## config.mk

```make
export PLATFORM = sky130hd
export DESIGN_NAME = refresh_mem_top
export DESIGN_NICKNAME = d
export VERILOG_FILES = /design/src/design/refresh_pkg.sv /design/src/design/mem_access_if.sv /design/src/design/axil_ctrl_fsm.sv /design/src/design/refresh_timer.sv /design/src/design/refresh_scheduler.sv /design/src/design/bank_array.sv /design/src/design/refresh_mem_top.sv
export SDC_FILE = /design/constraint.sdc
export NUM_CORES = 2
export LEC_CHECK = 0
export ABC_CLOCK_PERIOD_IN_PS = 5200
export CORE_MARGIN = 8
export CORE_UTILIZATION = 35
export CTS_CLUSTER_DIAMETER = 100
export DETAILED_ROUTE_END_ITERATION = 7
export DONT_BUFFER_PORTS = 1
export GPL_TIMING_DRIVEN = 0
export PLACE_DENSITY = 0.54
export SYNTH_ARGS = -nofsm -noshare
export SYNTH_HDL_FRONTEND = slang
export SYNTH_HIERARCHICAL = 1
export SYNTH_SLANG_ARGS = --single-unit
```

## constraint.sdc

```tcl
create_clock -name clk -period 5.2 [get_ports clk]
set_clock_uncertainty 0.2 [all_clocks]
set_input_delay 0 -clock clk [delete_from_list [all_inputs] [get_ports clk]]
set_output_delay 0 -clock clk [all_outputs]
set_load 0.05 [all_outputs]
```

## src/design/refresh_pkg.sv

```systemverilog
package refresh_pkg;

  // ####################
  // data path widths
  // ####################
  typedef logic [31:0] word_t;   // one axi data word
  typedef logic [31:0] addr_t;   // axi byte address
  typedef logic [2:0]  bank_t;   // bank index, top code(s) map to status
  typedef logic [3:0]  row_t;    // row within a bank
  typedef logic [1:0]  defer_t;  // deferred refresh count
  typedef logic [9:0]  age_t;    // cycles since a bank was last refreshed

  // byte address layout: bank in 8:6, row in 5:2, byte lane in 1:0
  localparam int ROW_LSB  = 2;
  localparam int BANK_LSB = 6;

  // ####################
  // axi response codes
  // ####################
  typedef logic [1:0] resp_t;

  localparam resp_t RESP_OKAY   = 2'b00;
  localparam resp_t RESP_SLVERR = 2'b10;

  // ####################
  // controller fsm
  // ####################
  typedef enum logic [1:0] {
    ST_IDLE,   // ready for a new address
    ST_WRESP,  // write response held until bready
    ST_RDATA   // read data held until rready
  } ctrl_state_t;

endpackage

```

## src/design/mem_access_if.sv

```systemverilog
// one bank access per cycle, issued by the bus controller
interface mem_access_if;

  logic               acc;    // access this cycle
  logic               we;     // 1 = write, 0 = read
  refresh_pkg::bank_t bank;
  refresh_pkg::row_t  row;
  refresh_pkg::word_t wdata;
  refresh_pkg::word_t rdata;  // registered, valid the cycle after a read

  modport ctrl (
    output acc,
    output we,
    output bank,
    output row,
    output wdata,
    input  rdata
  );

  // scheduler only needs to know which bank is busy
  modport sched (
    input acc,
    input bank
  );

  modport array (
    input  acc,
    input  we,
    input  bank,
    input  row,
    input  wdata,
    output rdata
  );

endinterface

```

## src/design/axil_ctrl_fsm.sv

```systemverilog
module axil_ctrl_fsm #(
  parameter int NUM_BANKS = 7
) (
  input  logic                clk,
  input  logic                rst,
  input  refresh_pkg::addr_t  awaddr,
  input  logic                awvalid,
  output logic                awready,
  input  refresh_pkg::word_t  wdata,
  input  logic                wvalid,
  output logic                wready,
  output refresh_pkg::resp_t  bresp,
  output logic                bvalid,
  input  logic                bready,
  input  refresh_pkg::addr_t  araddr,
  input  logic                arvalid,
  output logic                arready,
  output refresh_pkg::word_t  rdata,
  output refresh_pkg::resp_t  rresp,
  output logic                rvalid,
  input  logic                rready,
  input  logic                fault,
  mem_access_if.ctrl          mem
);

  refresh_pkg::ctrl_state_t state, state_nxt;
  logic                     idle_rdy;     // low in reset, high while idle
  logic                     wr_hs, rd_hs;
  refresh_pkg::bank_t       aw_bank, ar_bank;
  refresh_pkg::row_t        aw_row, ar_row;
  logic                     aw_in_range, ar_in_range;
  logic                     rd_status;    // pending read targets the status word
  refresh_pkg::resp_t       wresp_q;

  // ####################
  // address decode
  // ####################
  assign aw_bank = awaddr[refresh_pkg::BANK_LSB +: $bits(refresh_pkg::bank_t)];
  assign aw_row  = awaddr[refresh_pkg::ROW_LSB +: $bits(refresh_pkg::row_t)];
  assign ar_bank = araddr[refresh_pkg::BANK_LSB +: $bits(refresh_pkg::bank_t)];
  assign ar_row  = araddr[refresh_pkg::ROW_LSB +: $bits(refresh_pkg::row_t)];

  assign aw_in_range = (aw_bank < NUM_BANKS);
  assign ar_in_range = (ar_bank < NUM_BANKS);

  // ####################
  // handshakes
  // ####################
  assign awready = idle_rdy;
  assign wready  = idle_rdy;
  assign arready = idle_rdy && !awvalid && !wvalid;  // writes win a tie

  assign wr_hs = idle_rdy && awvalid && wvalid;
  assign rd_hs = arready && arvalid;

  // access goes out in the handshake cycle, status hits never reach the array
  assign mem.acc   = (wr_hs && aw_in_range) || (rd_hs && ar_in_range);
  assign mem.we    = wr_hs;
  assign mem.bank  = wr_hs ? aw_bank : ar_bank;
  assign mem.row   = wr_hs ? aw_row : ar_row;
  assign mem.wdata = wdata;

  always_comb begin
    state_nxt = state;
    case (state)
      refresh_pkg::ST_IDLE: begin
        if (wr_hs)
          state_nxt = refresh_pkg::ST_WRESP;
        else if (rd_hs)
          state_nxt = refresh_pkg::ST_RDATA;
      end
      refresh_pkg::ST_WRESP: if (bready) state_nxt = refresh_pkg::ST_IDLE;
      refresh_pkg::ST_RDATA: if (rready) state_nxt = refresh_pkg::ST_IDLE;
      default: state_nxt = refresh_pkg::ST_IDLE;
    endcase
  end

  always_ff @(posedge clk) begin
    if (rst) begin
      state    <= refresh_pkg::ST_IDLE;
      idle_rdy <= 1'b0;
    end else begin
      state    <= state_nxt;
      idle_rdy <= (state_nxt == refresh_pkg::ST_IDLE);
    end
  end

  always_ff @(posedge clk) begin
    if (wr_hs)
      wresp_q <= aw_in_range ? refresh_pkg::RESP_OKAY : refresh_pkg::RESP_SLVERR;
    if (rd_hs)
      rd_status <= !ar_in_range;
  end

  // ####################
  // responses
  // ####################
  assign bvalid = (state == refresh_pkg::ST_WRESP);
  assign bresp  = wresp_q;
  assign rvalid = (state == refresh_pkg::ST_RDATA);
  assign rresp  = refresh_pkg::RESP_OKAY;  // every read is legal
  assign rdata  = rd_status ? {31'b0, fault} : mem.rdata;

  // no address is taken while a response is still held
  a_no_hs_busy : assert property (@(posedge clk) disable iff (rst)
    (wr_hs || rd_hs) |-> !(bvalid || rvalid));

endmodule

```

## src/design/refresh_timer.sv

```systemverilog
module refresh_timer #(
  parameter int NUM_BANKS      = 7,
  parameter int REFRESH_PERIOD = 64
) (
  input  logic clk,
  input  logic rst,
  input  logic refr,        // one refresh issued this cycle
  output logic ref_start,   // first cycle of a burst
  output logic ref_window   // burst still owes refreshes
);

  localparam int PW = $clog2(REFRESH_PERIOD);
  localparam int WW = $clog2(NUM_BANKS);

  logic [PW-1:0] period_cnt;
  logic [WW-1:0] win_cnt;

  // free running, wraps every REFRESH_PERIOD cycles
  assign ref_start = (period_cnt == PW'(REFRESH_PERIOD - 1));

  always_ff @(posedge clk) begin
    if (rst)
      period_cnt <= '0;
    else if (ref_start)
      period_cnt <= '0;
    else
      period_cnt <= period_cnt + 1'b1;
  end

  // start cycle takes one refresh, the window covers the rest
  always_ff @(posedge clk) begin
    if (rst)
      win_cnt <= '0;
    else if (ref_start)
      win_cnt <= WW'(NUM_BANKS - 1);
    else if (refr && (win_cnt != '0))
      win_cnt <= win_cnt - 1'b1;
  end

  assign ref_window = (win_cnt != '0);

endmodule

```

## src/design/refresh_scheduler.sv

```systemverilog
module refresh_scheduler #(
  parameter int NUM_BANKS = 7,
  parameter int MAX_DEFER = 2
) (
  input  logic               clk,
  input  logic               rst,
  input  logic               ref_start,
  input  logic               ref_window,
  mem_access_if.sched        mem,
  output logic               refr,
  output refresh_pkg::bank_t refr_bank
);

  logic                active;       // refresh owed this cycle
  logic                svld;         // deferred bank served
  logic                cvld;         // pointer bank served
  logic                pvld;         // pointer blocked, bank after it served
  refresh_pkg::bank_t  pick;
  refresh_pkg::bank_t  ptr;
  refresh_pkg::bank_t  ptr_plus_1;
  refresh_pkg::bank_t  stuck_bank;
  refresh_pkg::defer_t stuck_cnt;

  assign active = ref_start || ref_window;

  assign ptr_plus_1 = (ptr == refresh_pkg::bank_t'(NUM_BANKS - 1)) ? '0 : ptr + 1'b1;

  // ####################
  // bank choice
  // ####################
  always_comb begin
    svld = 1'b0;
    cvld = 1'b0;
    pvld = 1'b0;
    if ((stuck_cnt != '0) && !(mem.acc && (mem.bank == stuck_bank))) begin
      svld = active;  // catch up on the stuck bank first
      pick = stuck_bank;
    end else if (!(mem.acc && (mem.bank == ptr))) begin
      cvld = active;
      pick = ptr;
    end else begin
      // bus owns the pointer bank, two banks minimum so the next one is free
      pvld = active;
      pick = ptr_plus_1;
    end
  end

  assign refr      = svld || cvld || pvld;
  assign refr_bank = pick;

  // ####################
  // round robin pointer
  // ####################
  always_ff @(posedge clk) begin
    if (rst)
      ptr <= '0;
    else if (cvld || pvld)
      ptr <= (pick == refresh_pkg::bank_t'(NUM_BANKS - 1)) ? '0 : pick + 1'b1;
  end

  // ####################
  // deferred bank slot
  // ####################
  always_ff @(posedge clk) begin
    if (rst) begin
      stuck_bank <= '0;
      stuck_cnt  <= '0;
    end else if (svld) begin
      stuck_cnt <= stuck_cnt - 1'b1;
    end else if (pvld) begin
      stuck_bank <= ptr;  // skipped bank is now owed a refresh
      if (stuck_cnt != refresh_pkg::defer_t'(MAX_DEFER))
        stuck_cnt <= stuck_cnt + 1'b1;
    end
  end

  a_bank_range : assert property (@(posedge clk) disable iff (rst)
    refr_bank < NUM_BANKS);

  a_no_conflict : assert property (@(posedge clk) disable iff (rst)
    (refr && mem.acc) |-> (refr_bank != mem.bank));

endmodule

```

## src/design/bank_array.sv

```systemverilog
module bank_array #(
  parameter int NUM_BANKS       = 7,
  parameter int RETENTION_LIMIT = 200
) (
  input  logic               clk,
  input  logic               rst,
  mem_access_if.array        mem,
  input  logic               refr,
  input  refresh_pkg::bank_t refr_bank,
  output logic               fault
);

  localparam int ROWS = 2 ** $bits(refresh_pkg::row_t);

  refresh_pkg::word_t store [NUM_BANKS][ROWS];
  logic [ROWS-1:0]    written [NUM_BANKS];  // unwritten rows read as zero
  refresh_pkg::word_t rdata_q;
  refresh_pkg::age_t  age [NUM_BANKS];
  logic               over_limit;

  // ####################
  // storage
  // ####################
  always_ff @(posedge clk) begin
    if (mem.acc) begin
      if (mem.we)
        store[mem.bank][mem.row] <= mem.wdata;
      else
        rdata_q <= written[mem.bank][mem.row] ? store[mem.bank][mem.row] : '0;
    end
  end

  always_ff @(posedge clk) begin
    if (rst) begin
      for (int b = 0; b < NUM_BANKS; b++)
        written[b] <= '0;
    end else if (mem.acc && mem.we) begin
      written[mem.bank][mem.row] <= 1'b1;
    end
  end

  assign mem.rdata = rdata_q;

  // ####################
  // retention tracking
  // ####################
  always_ff @(posedge clk) begin
    if (rst) begin
      for (int b = 0; b < NUM_BANKS; b++)
        age[b] <= '0;
    end else begin
      for (int b = 0; b < NUM_BANKS; b++) begin
        if (refr && (refr_bank == refresh_pkg::bank_t'(b)))
          age[b] <= '0;
        else if (age[b] != '1)
          age[b] <= age[b] + 1'b1;  // saturates
      end
    end
  end

  always_comb begin
    over_limit = 1'b0;
    for (int b = 0; b < NUM_BANKS; b++) begin
      if (age[b] > refresh_pkg::age_t'(RETENTION_LIMIT))
        over_limit = 1'b1;
    end
  end

  // sticky until reset, data in that bank can no longer be trusted
  always_ff @(posedge clk) begin
    if (rst)
      fault <= 1'b0;
    else if (over_limit)
      fault <= 1'b1;
  end

  a_refr_vs_acc : assert property (@(posedge clk) disable iff (rst)
    !(refr && mem.acc && (refr_bank == mem.bank)));

endmodule

```

## src/design/refresh_mem_top.sv

```systemverilog
module refresh_mem_top #(
  parameter int NUM_BANKS       = 7,
  parameter int MAX_DEFER       = 2,
  parameter int REFRESH_PERIOD  = 64,
  parameter int RETENTION_LIMIT = 200
) (
  input  logic               clk,
  input  logic               rst,
  input  refresh_pkg::addr_t awaddr,
  input  logic               awvalid,
  output logic               awready,
  input  refresh_pkg::word_t wdata,
  input  logic               wvalid,
  output logic               wready,
  output refresh_pkg::resp_t bresp,
  output logic               bvalid,
  input  logic               bready,
  input  refresh_pkg::addr_t araddr,
  input  logic               arvalid,
  output logic               arready,
  output refresh_pkg::word_t rdata,
  output refresh_pkg::resp_t rresp,
  output logic               rvalid,
  input  logic               rready,
  output logic               refr,       // refresh issued this cycle
  output refresh_pkg::bank_t refr_bank
);

  logic ref_start;
  logic ref_window;
  logic fault;

  mem_access_if mem_if ();

  axil_ctrl_fsm #(.NUM_BANKS(NUM_BANKS)) u_ctrl (
    .clk, .rst,
    .awaddr, .awvalid, .awready,
    .wdata, .wvalid, .wready,
    .bresp, .bvalid, .bready,
    .araddr, .arvalid, .arready,
    .rdata, .rresp, .rvalid, .rready,
    .fault,
    .mem (mem_if.ctrl)
  );

  refresh_timer #(.NUM_BANKS(NUM_BANKS), .REFRESH_PERIOD(REFRESH_PERIOD)) u_timer (
    .clk, .rst, .refr, .ref_start, .ref_window
  );

  refresh_scheduler #(.NUM_BANKS(NUM_BANKS), .MAX_DEFER(MAX_DEFER)) u_sched (
    .clk, .rst, .ref_start, .ref_window,
    .mem (mem_if.sched),
    .refr, .refr_bank
  );

  bank_array #(.NUM_BANKS(NUM_BANKS), .RETENTION_LIMIT(RETENTION_LIMIT)) u_array (
    .clk, .rst,
    .mem (mem_if.array),
    .refr, .refr_bank, .fault
  );

endmodule

```

==> out/summary.txt <==
Status: finished with violations
Violated checks: setup timing
Final Setup Violations: 14
Peak supply drop: 0.277 mV
Ys async rst share: 0%
Slowest stage cell, crit path: clkbuf_1
#FFs+latches synth: 3,837
DIE HEIGHT: 678 um
Final worst path period share: 101%
Site Rows: 243
Max FO, Critical Path: 10
CP startpoint kind: register
Largest net degree at the start of global routing: 113
Max-cap violation count: 0
Hold Startpoint: wdata[31]
GP Congestion: 0.933
CTS tree: done
Crit path top cell by count: buf_2
Clock Tree Buf Depth: 4
First-pass GRT wire length: 685 mm
Ratio of cells with drive above 1 in the final layout: 14.8%
Seq pwr share: 49.5%
DP Cell Count: 15,200
CTS sink cnt: 3,837
Core ar.: 437,000 um2
Final Hold Viols: 0
Initial antenna violation count: 30
Fin crit period: 5270 ps
PnR worst setup slack: -74.6 ps
Sequential area share after synthesis: 74.9%
Register Area: 115,000 um2
Final ANT Viol Nets: 0
Sw power: 0.0163 W
Critical path data arrival time: 5750 ps
Die W: 678 um
H-tree Lvls: 5
Clock power share: 42.0%
Data required, critical path: 5680 ps
I/O pin count: 148
Vias in the first global route: 86,600
Library cells used by synthesis: 68
Post-synth EDFFs: 3,800
DR DRC count: 0
Final #Nets: 10,100
Avg Inst Size Synth: 16.6 um2
Reg2Reg Depth: 13
Starting DRT DRC Count: 11,200
WL/cell: 31.1 um
Vias per cell: 5.54
Worst setup EP type: register
Startpoint of the worst register-to-register path: u_ctrl/awready$_SDFF_PP0_
Most frequent cells in the layout: edfxtp_1 (3,800), mux2i_1 (1,562), nand2_1 (574), a21oi_1 (513), o221ai_1 (513)
Tot GR Track Use: 20.9%
Non-Filler Instances: 16,100
Layout area overhead: 19.1%
Starting Density: 35.1%
Clk root buf: clkbuf_16
Gate power share: 8.6%
Fmax: 0.190 GHz
Worst R2R Setup Slack: -70 ps
Slowest stage delay, CP: 670 ps
WHS: 39.6 ps
Worst rel slew slack: 12.6%
Hold crit path type: input port to register
Core Util, Final: 41.8%
Worst Tran Pin Value: 1310 ps
Post-DP HPWL: 343 mm
Initial DRT Pass Iterations: 6
Sw Ratio: 23.7%
RSZ-0062 raised after global routing: false
Slew Limit Fails: 0
PortBufs: 0
Clock Pin Slew Worst Setup and Hold Paths: 60 ps
Ys flop type: edfxtp_1
Syn Std Cell Area: 153,000 um2
DRT Wirelength: 501 mm
Worst-Skew Late Latency: 1010 ps
Multi-input gate area: 35,900 um2
Commonest non-fill, non-tap cell in the layout: edfxtp_1
FILL cells: 38,600
Vias: 89,300
Hold Path Sink: u_array/store[5][319]$_DFFE_PP_
Internal power: 0.0526 W
FF-to-FF End: u_array/mem.rdata[31]$_SDFFCE_PN0P_
Worst-path cell chain: nand3_1 > buf_6 > mux2_1 > buf_2 > nand2b_1 > buf_2 > clkbuf_4 > clkbuf_1 > o221ai_1 > a21oi_1 > nor4_1 > o22ai_1 > nor4_4
Hold path depth: 2
CTS Buf Count: 410
Die footprint: 459,000 um2
P_leak: 61.3 nW
WS Path Type: register to register
Power per cell area: 377 nW/um2
Synth Warn #: 6
Cells after synthesis: 9,239
Gr ovfl total: 0
## metal layers
layer  wire length, um  share of wire [%]  vias to the layer above  global-route usage, %
met5                34             0.0068                        -                      0
met4             29000                5.8                        4                   10.1
met3             37700                7.5                      847                   2.84
met2            238000                 48                     4228                   34.7
met1            196000                 39                    46100                   27.0
li1                  -                  -                    38100                      -
## layout make-up
cell class / count / share of cell area (%)
Antenna cell: 13 / 0.0178
Buffer: 671 / 2.54
Clock buffer: 506 / 5.90
Clock inverter: 246 / 1.39
Inverter: 37 / 0.0802
Multi-Input combinational cell: 4695 / 19.6
Sequential cell: 3837 / 62.9
Tap cell: 5757 / 3.95
Timing Repair Buffer: 365 / 3.59
## metrics by stage
step	total power [W]	instance area, um2	setup TNS (ps)	setup slack [ps]
final	0.0689	183000	-596	-74.6
after global routing	0.0707	183000	0	1.70
after CTS	0.0693	182000	0	7.42
after global placement	0.0400	161000	-	-4610
after detailed placement	0.0402	166000	-2455440	-1820
after floorplan	0.0375	153000	0	445
## power groups by stage
| stage | logic, W | registers [W] | clock network [W] |
|---|---|---|---|
| CTS | 0.00585 | 0.0341 | 0.0294 |
| global placement | 0.00520 | 0.0348 | 0 |
| finish | 0.00591 | 0.0341 | 0.0289 |
| detailed placement | 0.00550 | 0.0347 | 0 |
| floorplan | 0.00279 | 0.0347 | 0 |
| global route | 0.00603 | 0.0341 | 0.0306 |
## how the worst max path moves through the flow
stage / startpoint / endpoint / cells past startpoint
floorplan: u_ctrl/awready$_SDFF_PP0_ / u_array/store[0][480]$_DFFE_PP_ / 9
global placement: u_ctrl/awready$_SDFF_PP0_ / u_array/store[5][496]$_DFFE_PP_ / 9
detailed placement: u_ctrl/awready$_SDFF_PP0_ / u_array/store[5][470]$_DFFE_PP_ / 11
CTS: u_ctrl/awready$_SDFF_PP0_ / u_array/mem.rdata[24]$_SDFFCE_PN0P_ / 13
global route: u_ctrl/awready$_SDFF_PP0_ / u_array/mem.rdata[29]$_SDFFCE_PN0P_ / 14
finish: u_ctrl/awready$_SDFF_PP0_ / u_array/mem.rdata[31]$_SDFFCE_PN0P_ / 13
## cell usage after synthesis, types with 13 or more instances
| cell | count | area, um2 |
|---|---|---|
| o22ai_1 | 67 | 419 |
| buf_6 | 107 | 1200 |
| nor4_2 | 54 | 676 |
| nand2_1 | 577 | 2170 |
| and3_1 | 24 | 150 |
| a22oi_1 | 13 | 97.6 |
| clkbuf_1 | 356 | 1340 |
| dfxtp_1 | 37 | 741 |
| o21ai_1 | 119 | 596 |
| o221ai_1 | 513 | 4490 |
| nand2b_1 | 21 | 131 |
| nand3_1 | 44 | 220 |
| mux2i_1 | 1562 | 15600 |
| buf_1 | 35 | 131 |
| xor2_1 | 35 | 307 |
| nor2_1 | 312 | 1170 |
| o21ai_0 | 490 | 2450 |
| xnor2_1 | 29 | 254 |
| ha_1 | 17 | 213 |
| edfxtp_1 | 3800 | 114000 |
| inv_1 | 37 | 139 |
| buf_8 | 26 | 390 |
| buf_2 | 53 | 265 |
| a21oi_1 | 540 | 2700 |
| mux4_2 | 14 | 315 |
| buf_4 | 72 | 541 |
| nor2b_1 | 43 | 269 |
| nor4_1 | 109 | 682 |
| buf_12 | 20 | 400 |
| o2bb2ai_1 | 15 | 131 |
## worst max-delay path: cells and delay by family, from the launching register on
kind,cells,cell delay [ps]
flip-flops,1,450
buffers and inverters,5,2100
AND/OR/NAND/NOR,4,610
AO/OA/AOI/OAI,3,1210
multiplexers,1,350
## registers in the layout, summed over array words and instances, names as in the netlist
signal,cells
u_ctrl/awready,1
u_array/mem.rdata,32
u_ctrl/state,2
u_sched/ptr,3
u_array/store,3584
u_array/written,128
u_sched/stuck_bank,3
u_array/fault,1
u_array/age,70
u_ctrl/rd_status,1
u_ctrl/bresp,1
u_timer/win_cnt,3
u_timer/period_cnt,6
u_sched/stuck_cnt,2
## cells by family after synthesis
group / synth area share (%)
AO/OA/AOI/OAI: 7.30
XOR/XNOR: 0.366
adder cells (fa/ha/maj): 0.139
buffers and inverters: 2.89
flip-flops: 74.9
multiplexers: 10.7
other: 0.00245
AND/OR/NAND/NOR: 3.74
## what timing repair did
action                     in CTS  in global routing
hold endpoints to repair     3650                 42
setup buffers                  35                  0
cloned                          0                  0
hold buffers                  134                  3
setup endpoints to repair    3678                198
pin swaps                      36                  3
resized for setup             208                 26
(Power assumes the default switching activity.)
